===== config.mk =====
export PLATFORM = sky130hd
export DESIGN_NAME = ddr_link_downstream
export DESIGN_NICKNAME = d
export VERILOG_FILES = /design/src/design/ddr_link_pkg.sv /design/src/design/link_ctrl_regs.sv /design/src/design/ddr_rx_channel.sv /design/src/design/sipo_assembler.sv /design/src/design/ddr_link_downstream.sv
export SDC_FILE = /design/constraint.sdc
export NUM_CORES = 1
export LEC_CHECK = 0
export BUFFER_PORTS_ARGS = -buffer_cell sky130_fd_sc_hd__buf_2
export CORE_MARGIN = 4
export CORE_UTILIZATION = 45
export DETAILED_ROUTE_END_ITERATION = 6
export PLACE_DENSITY_LB_ADDON = 0.05
export SYNTH_ARGS = -nofsm -noshare
export SYNTH_HDL_FRONTEND = slang
export SYNTH_HIERARCHICAL = 1
export SYNTH_SLANG_ARGS = --single-unit

===== constraint.sdc =====
create_clock -name clk_i -period 4.8 [get_ports clk_i]
set_input_delay 0.72 -clock clk_i [delete_from_list [all_inputs] [get_ports clk_i]]
set_output_delay 0.72 -clock clk_i [all_outputs]
set_load 0.02 [all_outputs]

===== src/design/ddr_link_pkg.sv =====
/* Shared APB and link control types for the DDR receive link.
   The register map assumes at most 32 channels in the STATUS word */
package ddr_link_pkg;

  // APB data width, also the width of every register
  localparam int APB_DATA_W = 32;

  // Register map
  localparam logic [7:0] CTRL_ADDR      = 8'h00;
  localparam logic [7:0] STATUS_ADDR    = 8'h04;
  localparam logic [7:0] PKT_COUNT_ADDR = 8'h08;

  // Requester side of APB
  typedef struct packed {
    logic                  psel;
    logic                  penable;
    logic                  pwrite;
    logic [7:0]            paddr;
    logic [APB_DATA_W-1:0] pwdata;
  } apb_req_t;

  // Completer side of APB
  typedef struct packed {
    logic                  pready;
    logic                  pslverr;
    logic [APB_DATA_W-1:0] prdata;
  } apb_rsp_t;

  // Control broadcast from the register block to every channel
  typedef struct packed {
    logic enable;
    // One-cycle pulse, empties the FIFOs and token counters
    logic flush;
  } link_ctrl_t;

endpackage


===== src/design/link_ctrl_regs.sv =====
/* APB register block; pready is tied high, so every access takes two cycles.
   Unmapped addresses answer with pslverr and read as zero */
module link_ctrl_regs #(
  parameter int num_channel_p = 2
) (
  input  logic                      clk_i,
  input  logic                      rst_i,
  input  ddr_link_pkg::apb_req_t    apb_req_i,
  output ddr_link_pkg::apb_rsp_t    apb_rsp_o,
  input  logic [num_channel_p-1:0]  overflow_i,
  input  logic                      pkt_accept_i,
  output ddr_link_pkg::link_ctrl_t  ctrl_o,
  output logic                      link_enable_o
);

  logic                                enable_r;
  logic                                flush_r;
  logic [num_channel_p-1:0]            overflow_r;
  logic [ddr_link_pkg::APB_DATA_W-1:0] pkt_count_r;
  logic [ddr_link_pkg::APB_DATA_W-1:0] status_word;
  logic [ddr_link_pkg::APB_DATA_W-1:0] rdata;
  logic                                access;
  logic                                addr_ok;
  logic                                wr_ctrl;
  logic                                wr_status;
  logic                                wr_count;

  // Access phase of an APB transfer
  assign access    = apb_req_i.psel & apb_req_i.penable;
  assign wr_ctrl   = access & apb_req_i.pwrite & (apb_req_i.paddr == ddr_link_pkg::CTRL_ADDR);
  assign wr_status = access & apb_req_i.pwrite & (apb_req_i.paddr == ddr_link_pkg::STATUS_ADDR);
  assign wr_count  = access & apb_req_i.pwrite
                   & (apb_req_i.paddr == ddr_link_pkg::PKT_COUNT_ADDR);

  always_ff @(posedge clk_i) begin
    if (rst_i) begin
      enable_r    <= 1'b0;
      flush_r     <= 1'b0;
      overflow_r  <= '0;
      pkt_count_r <= '0;
    end else begin
      flush_r <= wr_ctrl & apb_req_i.pwdata[1];
      if (wr_ctrl) begin
        enable_r <= apb_req_i.pwdata[0];
      end
      // A new overflow wins over a clear in the same cycle
      if (wr_status) begin
        overflow_r <= (overflow_r & ~apb_req_i.pwdata[num_channel_p-1:0]) | overflow_i;
      end else begin
        overflow_r <= overflow_r | overflow_i;
      end
      if (wr_count) begin
        pkt_count_r <= '0;
      end else if (pkt_accept_i) begin
        pkt_count_r <= pkt_count_r + 1'b1;
      end
    end
  end

  always_comb begin
    status_word = '0;
    status_word[num_channel_p-1:0] = overflow_r;
  end

  // Read mux, valid in the access cycle
  always_comb begin
    rdata   = '0;
    addr_ok = 1'b1;
    case (apb_req_i.paddr)
      ddr_link_pkg::CTRL_ADDR:      rdata[0] = enable_r;
      ddr_link_pkg::STATUS_ADDR:    rdata = status_word;
      ddr_link_pkg::PKT_COUNT_ADDR: rdata = pkt_count_r;
      default:                      addr_ok = 1'b0;
    endcase
  end

  assign apb_rsp_o.pready  = 1'b1;
  assign apb_rsp_o.pslverr = access & ~addr_ok;
  assign apb_rsp_o.prdata  = rdata;

  assign ctrl_o.enable = enable_r;
  assign ctrl_o.flush  = flush_r;
  assign link_enable_o = enable_r;

endmodule


===== src/design/ddr_rx_channel.sv =====
/* One DDR receive channel clocked by clk_i, no source-synchronous crossing.
   Needs lg_fifo_depth_p >= 1; a beat captured into a full FIFO is dropped */
module ddr_rx_channel #(
  parameter int channel_width_p                 = 8,
  parameter int lg_fifo_depth_p                 = 3,
  parameter int lg_credit_to_token_decimation_p = 1
) (
  input  logic                         clk_i,
  input  logic                         rst_i,
  input  ddr_link_pkg::link_ctrl_t     ctrl_i,
  input  logic [channel_width_p-1:0]   io_data_i,
  input  logic                         io_valid_i,
  output logic                         io_token_r_o,
  output logic [2*channel_width_p-1:0] beat_o,
  output logic                         beat_valid_o,
  input  logic                         beat_yumi_i,
  output logic                         overflow_o
);

  localparam int depth_lp = 1 << lg_fifo_depth_p;
  localparam int dec_w_lp = lg_credit_to_token_decimation_p + 1;
  // 2^lg - 1 held in lg+1 bits
  localparam logic [dec_w_lp-1:0] dec_max_lp = {dec_w_lp{1'b1}} >> 1;

  logic [channel_width_p-1:0]   rise_data_r;
  logic [channel_width_p-1:0]   fall_data_r;
  logic                         rise_valid_r;
  logic [2*channel_width_p-1:0] mem_r [depth_lp];
  logic [lg_fifo_depth_p:0]     wr_ptr_r;
  logic [lg_fifo_depth_p:0]     rd_ptr_r;
  logic [dec_w_lp-1:0]          dec_count_r;
  logic                         dec_done_r;
  logic                         token_r;
  logic                         full;
  logic                         empty;
  logic                         enq;
  logic                         deq;

  // Low half on the rising edge, valid is ignored while disabled
  always_ff @(posedge clk_i) begin
    rise_data_r <= io_data_i;
    if (rst_i | ctrl_i.flush) begin
      rise_valid_r <= 1'b0;
    end else begin
      rise_valid_r <= io_valid_i & ctrl_i.enable;
    end
  end

  // High half on the falling edge of the same cycle
  always_ff @(negedge clk_i) begin
    fall_data_r <= io_data_i;
  end

  // Extra pointer bit tells full from empty
  assign empty = (wr_ptr_r == rd_ptr_r);
  assign full  = (wr_ptr_r[lg_fifo_depth_p] != rd_ptr_r[lg_fifo_depth_p])
               & (wr_ptr_r[lg_fifo_depth_p-1:0] == rd_ptr_r[lg_fifo_depth_p-1:0]);

  assign enq = rise_valid_r & ~full & ~ctrl_i.flush;
  assign deq = beat_yumi_i & ~empty & ~ctrl_i.flush;

  always_ff @(posedge clk_i) begin
    if (enq) begin
      mem_r[wr_ptr_r[lg_fifo_depth_p-1:0]] <= {fall_data_r, rise_data_r};
    end
  end

  always_ff @(posedge clk_i) begin
    if (rst_i | ctrl_i.flush) begin
      wr_ptr_r <= '0;
      rd_ptr_r <= '0;
    end else begin
      if (enq) begin
        wr_ptr_r <= wr_ptr_r + 1'b1;
      end
      if (deq) begin
        rd_ptr_r <= rd_ptr_r + 1'b1;
      end
    end
  end

  assign beat_o       = mem_r[rd_ptr_r[lg_fifo_depth_p-1:0]];
  assign beat_valid_o = ~empty;

  // Sender overran its credits
  assign overflow_o = rise_valid_r & full;

  // Count dequeues, one token toggle per decimation group
  always_ff @(posedge clk_i) begin
    if (rst_i | ctrl_i.flush) begin
      dec_count_r <= '0;
      dec_done_r  <= 1'b0;
    end else begin
      dec_done_r <= deq & (dec_count_r == dec_max_lp);
      if (deq) begin
        if (dec_count_r == dec_max_lp) begin
          dec_count_r <= '0;
        end else begin
          dec_count_r <= dec_count_r + 1'b1;
        end
      end
    end
  end

  always_ff @(posedge clk_i) begin
    if (rst_i) begin
      token_r <= 1'b0;
    end else if (dec_done_r) begin
      token_r <= ~token_r;
    end
  end

  assign io_token_r_o = token_r;

endmodule


===== src/design/sipo_assembler.sv =====
/* Collects els_p joined beats per packet with beat 0 in the low bits.
   Holds one packet on the output and one in collection; els_p must be >= 2 */
module sipo_assembler #(
  parameter int beat_width_p  = 32,
  parameter int els_p         = 2,
  parameter int num_channel_p = 2
) (
  input  logic                          clk_i,
  input  logic                          rst_i,
  input  logic [beat_width_p-1:0]       beat_i,
  input  logic [num_channel_p-1:0]      beats_valid_i,
  output logic                          beat_yumi_o,
  output logic [beat_width_p*els_p-1:0] data_o,
  output logic                          valid_o,
  input  logic                          yumi_i
);

  localparam int idx_w_lp = $clog2(els_p);
  localparam logic [idx_w_lp-1:0] last_idx_lp = idx_w_lp'(els_p - 1);

  logic [els_p-1:0][beat_width_p-1:0] coll_r;
  logic [els_p-1:0][beat_width_p-1:0] pkt_next;
  logic [els_p-1:0][beat_width_p-1:0] data_r;
  logic [idx_w_lp-1:0]                idx_r;
  logic                               coll_full_r;
  logic                               valid_r;
  logic                               accept;
  logic                               last;
  logic                               out_free;

  // All channels must offer a beat, same as the AND of valids upstream
  assign accept   = (&beats_valid_i) & ~coll_full_r;
  assign last     = accept & (idx_r == last_idx_lp);
  assign out_free = ~valid_r | yumi_i;

  // Completed packet including the beat arriving now
  always_comb begin
    pkt_next = coll_r;
    pkt_next[els_p-1] = beat_i;
  end

  always_ff @(posedge clk_i) begin
    if (accept) begin
      coll_r[idx_r] <= beat_i;
    end
    if (last & out_free) begin
      data_r <= pkt_next;
    end else if (coll_full_r & out_free) begin
      data_r <= coll_r;
    end
  end

  always_ff @(posedge clk_i) begin
    if (rst_i) begin
      idx_r       <= '0;
      coll_full_r <= 1'b0;
      valid_r     <= 1'b0;
    end else begin
      if (last) begin
        idx_r <= '0;
      end else if (accept) begin
        idx_r <= idx_r + 1'b1;
      end
      if (last & out_free) begin
        valid_r <= 1'b1;
      end else if (last) begin
        // Output still busy, park the packet in the collecting word
        coll_full_r <= 1'b1;
      end else if (coll_full_r & out_free) begin
        valid_r     <= 1'b1;
        coll_full_r <= 1'b0;
      end else if (yumi_i) begin
        valid_r <= 1'b0;
      end
    end
  end

  assign beat_yumi_o = accept;
  assign data_o      = data_r;
  assign valid_o     = valid_r;

endmodule


===== src/design/ddr_link_downstream.sv =====
/* DDR link receiver on a single clock; io data is sampled with clk_i itself.
   width_p must be a multiple of 2*channel_width_p*num_channel_p, at least twice */
module ddr_link_downstream #(
  parameter int width_p                         = 64,
  parameter int channel_width_p                 = 8,
  parameter int num_channel_p                   = 2,
  parameter int lg_fifo_depth_p                 = 3,
  parameter int lg_credit_to_token_decimation_p = 1
) (
  input  logic                                          clk_i,
  input  logic                                          rst_i,
  input  ddr_link_pkg::apb_req_t                        apb_req_i,
  output ddr_link_pkg::apb_rsp_t                        apb_rsp_o,
  output logic                                          link_enable_o,
  input  logic [num_channel_p-1:0][channel_width_p-1:0] io_data_i,
  input  logic [num_channel_p-1:0]                      io_valid_i,
  output logic [num_channel_p-1:0]                      io_token_r_o,
  output logic [width_p-1:0]                            data_o,
  output logic                                          valid_o,
  input  logic                                          yumi_i
);

  localparam int ddr_width_lp = 2 * channel_width_p;
  localparam int els_lp       = width_p / (ddr_width_lp * num_channel_p);

  ddr_link_pkg::link_ctrl_t                    ctrl;
  // Channel 0 lands in the low bits of the joined beat
  logic [num_channel_p-1:0][ddr_width_lp-1:0] ch_beat;
  logic [num_channel_p-1:0]                    ch_valid;
  logic [num_channel_p-1:0]                    overflow;
  logic                                        beat_yumi;
  logic                                        pkt_accept;

  assign pkt_accept = valid_o & yumi_i;

  link_ctrl_regs #(
    .num_channel_p(num_channel_p)
  ) regs_i (
    .clk_i        (clk_i),
    .rst_i        (rst_i),
    .apb_req_i    (apb_req_i),
    .apb_rsp_o    (apb_rsp_o),
    .overflow_i   (overflow),
    .pkt_accept_i (pkt_accept),
    .ctrl_o       (ctrl),
    .link_enable_o(link_enable_o)
  );

  for (genvar i = 0; i < num_channel_p; i++) begin : g_ch
    ddr_rx_channel #(
      .channel_width_p                (channel_width_p),
      .lg_fifo_depth_p                (lg_fifo_depth_p),
      .lg_credit_to_token_decimation_p(lg_credit_to_token_decimation_p)
    ) channel_i (
      .clk_i       (clk_i),
      .rst_i       (rst_i),
      .ctrl_i      (ctrl),
      .io_data_i   (io_data_i[i]),
      .io_valid_i  (io_valid_i[i]),
      .io_token_r_o(io_token_r_o[i]),
      .beat_o      (ch_beat[i]),
      .beat_valid_o(ch_valid[i]),
      .beat_yumi_i (beat_yumi),
      .overflow_o  (overflow[i])
    );
  end

  sipo_assembler #(
    .beat_width_p (ddr_width_lp * num_channel_p),
    .els_p        (els_lp),
    .num_channel_p(num_channel_p)
  ) sipo_i (
    .clk_i        (clk_i),
    .rst_i        (rst_i),
    .beat_i       (ch_beat),
    .beats_valid_i(ch_valid),
    .beat_yumi_o  (beat_yumi),
    .data_o       (data_o),
    .valid_o      (valid_o),
    .yumi_i       (yumi_i)
  );

endmodule


Yosys cells after proc, flatten, opt, wreduce, memory -nomap -nowiden --
Memories as Yosys holds them, arrays and structs flattened. A register that Yosys moved wholly into a read port is not among the register bits. Cells that the tools add are included.
Operators by class: $add $sub $neg 8, equal/unequal tests 11, order comparisons 2, reduce and logical (&&, ||, !) cells 11, mux-type cells 25, bitwise gates (word level) 45
Operators by type and width (number):
- 64-bit 2-to-1 mux | 2
- 64-bit bitwise mux | 1
- 31-bit one-hot mux with 2 select lines | 1
- 32-bit by 1-bit adder with 32-bit output (second input constant) | 1
- 32-bit demux with 1-bit select | 1
- 32-bit 2-to-1 mux | 1
- 1-bit bitwise AND | 28
- 4-bit by 1-bit adder with 4-bit output (second input constant) | 4
- 3-bit 2-to-1 mux | 4
- 1-bit 2-to-1 mux | 11
- 1-bit inverter | 11
- 4-bit == test | 2
- 8-bit by 3-bit == test with 1-bit output (second input constant) | 1
- 8-bit by 4-bit == test with 1-bit output (second input constant) | 1
- 8-bit zero test | 1
- 3-bit == test | 2
- 2-bit 2-to-1 mux | 3
- 2-bit AND reduction | 3
- 2-bit by 1-bit adder with 2-bit output (second input constant) | 2
- 2-bit by 1-bit == test with 1-bit output (second input constant) | 2
- 2-bit OR | 2
- 2-bit nonzero test | 2
- 2-bit OR reduction | 2
- 1-bit one-hot mux with 3 select lines | 1
- 11 further kinds | 13
Word-level totals: input bits 64, word-level logic and storage cells 131, memories kept 2, output and inout bits 102, register bits 225, RAM bits 256
Memories:
- g_ch[0].channel_i.mem_r | depth 8, bits a word 16, read ports 1, clocked after memory_dff 1, wr ports 1, RTL line ddr_rx_channel.sv:28 | logic [2*channel_width_p-1:0] mem_r [depth_lp];
- g_ch[1].channel_i.mem_r | depth 8, bits a word 16, read ports 1, clocked after memory_dff 1, wr ports 1, RTL line ddr_rx_channel.sv:28

Logic depth before layout (Yosys ltp) --
depth in word-level cells 8, gate-level depth with buffers 10

By module --
Netlist, hierarchy kept.
Modules (own cells, without submodules):
- ddr_rx_channel (g_ch[0].channel_i) | sequential area each 4484.3 um^2, cells each 292, area each 5949.5 um^2, times used 1
- ddr_rx_channel (g_ch[1].channel_i) | sequential area each 4484.3 um^2, cells each 289, area each 5926.9 um^2, times used 1
- sipo_assembler | sequential area each 3903.7 um^2, cells each 180, area each 4401.7 um^2, times used 1
- link_ctrl_regs | sequential area each 720.7 um^2, cells each 246, area each 2057.0 um^2, times used 1
- ddr_link_downstream | sequential area each 0.0 um^2, cells each 1, area each 6.3 um^2, times used 1

==> key figures <==
Status
  • Status: completed

Pwr
  • P per Cell Area: 390.9 nW/um^2
  • Static leakage: a little over 7 nW
  • Total power: roughly 8.3 mW
  • Max IR drop VDD: approximately 170 uV

STA
  • Max-slew violations: 0
  • Final worst clock skew: 0.04876 ns
  • Min Tclk post-route: between 3 and 4 ns
  • Period utilization: 68.53%
  • RSZ-0062 raised after global routing: no
  • FMAX: ~0.30 GHz
  • Slew headroom: 23.97%
  • Fin Setup TNS: 0 ns
  • Slew @ Worst Pin: approximately 1.1 ns
  • Setup Viol. Count Final: 0
  • Final hold viol count: 0

GRT
  • Vias in the first global route: 9357
  • GRT met1 Usage: around a quarter
  • Initial antenna violation count: 0
  • Largest net degree at the start of global routing: 65
  • GRT Residual Overflow: 0
  • First-pass GRT wire length: between 50 and 60 mm
  • Met2 Track Usage GR: around 25%
  • Met3 usage: under 10%
  • All-Layer GR Usage: about 16%
  • Gr busiest metal: met2

Flow run
  • Max_cap viols: 0

Logic synthesis
  • Seq cells post-synth: approximately 490
  • Top FF cell, synth: edfxtp_1
  • Most frequent cells after synthesis: 384 x edfxtp_1, 103 x dfxtp_1, 65 x mux2_2
  • Post-Synthesis Net Count: roughly 1100
  • Count of cell types in the netlist: 60
  • Seq/Total Area, Yosys: around three quarters
  • Syn_area_per_cell: roughly 18 um^2
  • Cell Area, Synth: about 18000 um^2
  • Largest area contributor in the netlist: edfxtp_1
  • Share of the synthesized area in the top cell type: 62.87%
  • Most frequent cell after synthesis: edfxtp_1
  • Ys Warns: 6
  • Ranking of synthesized cells by area: edfxtp_1 63%, dfxtp_1 11%, mux4_2 7.9%, mux2_2 4.0%, and2_1 1.0%
  • Synth Instances: 1008
  • Async S/R FF share, synth: 0%
  • EDFF count, synth: around 380

Min path
  • HP Start: io_data_i[12]
  • Hold Path Class: in2reg
  • Worst hold path stage count: 1
  • Worst Hold End: g_ch[1].channel_i/rise_data_r[4]

Place
  • Port Buf Inserts: around 130
  • Placer Congestion: between 0.7 and 0.8
  • Hpwl dp: about 22 mm

Clock network
  • Hold_buf cts: 0
  • Root Driver: clkbuf_16
  • Clock Tree Buf Depth: 3
  • Clock buffer count from CTS: between 50 and 60
  • Num Clock Sinks: ~490
  • CTS HTree Levels: 2
  • Post-CTS setup buffer count: 0
  • CTS tree: yes
  • Clk Latency, worst-skew pair: 0.61 ns
  • Clk slew on worst S/H paths: 0.06 ns
  • Post_cts resized: 0

Route
  • Residual DRC: 0
  • Routed vias: between 9000 and 10000
  • Routed Antenna Nets: 0
  • Routed WL per cell: ~20 um
  • WL final: between 30 and 40 mm
  • First-pass DRT Iterations: 4
  • Vias per Instance: between 5 and 6
  • DRT iter0 DRCs: 470

Die
  • Die Ht: between 200 and 250 um
  • Initial core utilization: a little under half
  • Die width: roughly 210 um
  • DIE AREA: 44050 um^2
  • I/O Pins: between 150 and 200
  • Rows: 73
  • Core Area: around 40000 um^2

Setup path
  • Worst Path Arrival: around 2.6 ns
  • R2r startpoint: g_ch[1].channel_i/fall_data_r[0]
  • CP required: roughly 4.1 ns
  • Worst R2R End: g_ch[1].channel_i/mem_r[6][8]
  • CP Class: in2out
  • CP Capture Type: output port
  • Flop-to-flop setup slack: about 1.7 ns
  • CP startpoint kind: input port
  • CP Max Fanout: 27
  • FF-to-FF path depth: 0

Cells and area
  • Diodes inserted: 0
  • Final #Nets: 1260
  • Layout Area Growth over Synthesis: 16.09%
  • Fillers: 3330
  • Fraction of final layout cells sized beyond drive strength 1: around a third
[per-layer routing]
metal  wire length (um)  share of wire (%)  vias up
met5                  0                  0        -
met4                726                2.0        0
met3               1608                4.4       56
met2              16680                 46      165
met1              17130                 47     4615
li1                   -                  -     4306
[logic make-up after synthesis]
group | synth area share (%)
AO/OA/AOI/OAI | 2.633
XOR/XNOR | 1.774
adder cells (fa/ha/maj) | 0.3411
buffers and inverters | 1.740
flip-flops | 74.11
multiplexers | 12.12
other | 0.02045
AND/OR/NAND/NOR | 7.258
[worst max path at each step]
stage,startpoint,endpoint,slack (ns),cells past startpoint
2_1_floorplan,g_ch[0].channel_i/wr_ptr_r[1],sipo_i/data_o[0],0.43,6
3_3_place_gp,io_data_i[5],g_ch[0].channel_i/fall_data_r[5],1.44,1
3_5_place_dp,io_data_i[14],g_ch[1].channel_i/fall_data_r[6],1.43,1
4_1_cts,apb_req_i[33],apb_rsp_o[24],1.48,6
5_1_grt,apb_req_i[33],apb_rsp_o[24],1.39,6
6_report,apb_req_i[33],apb_rsp_o[24],1.51,6
[through the flow]
stage	hold WS [ns]	setup WS (ns)	instances	util, %	area, um^2
6_report	0.2624	1.511	1757	53.22	21290
5_1_grt	0.2263	1.390	1757	53.22	21290
4_1_cts	0.2208	1.482	1757	53.22	21290
3_5_place_dp	0.4045	1.429	1649	49.18	19680
3_3_place_gp	0.4019	1.437	1649	49.18	19680
2_1_floorplan	0.3900	0.4342	1008	-	18340
[sequential cells by signal, indices dropped and copies added, names as in the netlist, named ones only]
register,cells
g_ch.channel_i/mem_r,256
sipo_i/coll_r,64
sipo_i/data_o,64
regs_i/pkt_count_r,32
g_ch.channel_i/fall_data_r,16
g_ch.channel_i/rise_data_r,16
g_ch.channel_i/rd_ptr_r,8
g_ch.channel_i/wr_ptr_r,8
g_ch.channel_i/dec_count_r,4
g_ch.channel_i/dec_done_r,2
g_ch.channel_i/io_token_r_o,2
g_ch.channel_i/rise_valid_r,2
regs_i/overflow_r,2
regs_i/flush_r,1
regs_i/link_enable_o,1
sipo_i/coll_full_r,1
sipo_i/idx_r,1
sipo_i/valid_o,1
[worst max-delay path, cell delays in order]
cell and delay, ns:
buf_2 0.10, or4_4 0.55, or2_2 0.38, nor2_4 0.40, and2_1 0.22, buf_2 0.19
[report_power, final]
group | switching, mW | internal (mW)
logic | 0.0234 | 0.0141
registers | 0.0274 | 4.54
clock network | 1.56 | 2.16
[cell type report]
| cell class | count | area, um^2 | area share [%] |
|---|---|---|---|
| Clock inverter | 42 | 242.7 | 1.140 |
| Tap cell | 525 | 656.9 | 3.085 |
| Clock buffer | 68 | 1380 | 6.482 |
| Inverter | 14 | 52.55 | 0.2468 |
| Multi-Input combinational cell | 462 | 4506 | 21.16 |
| Sequential cell | 487 | 13600 | 63.85 |
| Timing Repair Buffer | 159 | 858.3 | 4.031 |
[layout by cell type, fill, tap and decap left out, drive strengths merged, types with 3 or more instances in the layout]
cell type  Yosys  routed
nand3         12      12
xnor2         13      13
nor4b          6       6
o41ai          5       5
or2            9       9
mux2          65      65
nand3b         3       3
o31ai          7       7
nor3          15      15
mux4          64      64
clkbuf        15      68
xor2          19      19
nor2b          3       3
a21oi         30      30
bufinv         0       4
buf           28     159
nand2b         3       3
mux2i          5       5
and2          31      31
clkinv         0      16
nor4          12      12
or3           20      20
and3           9       9
ha             5       5
edfxtp       384     384
dfxtp        103     103
nand4         15      15
and4           4       4
or4           10      10
nand2         18      18
nor2          49      49
inv           16      35
o21ai         20      20
Note: power is estimated with default switching activity, not from simulation.
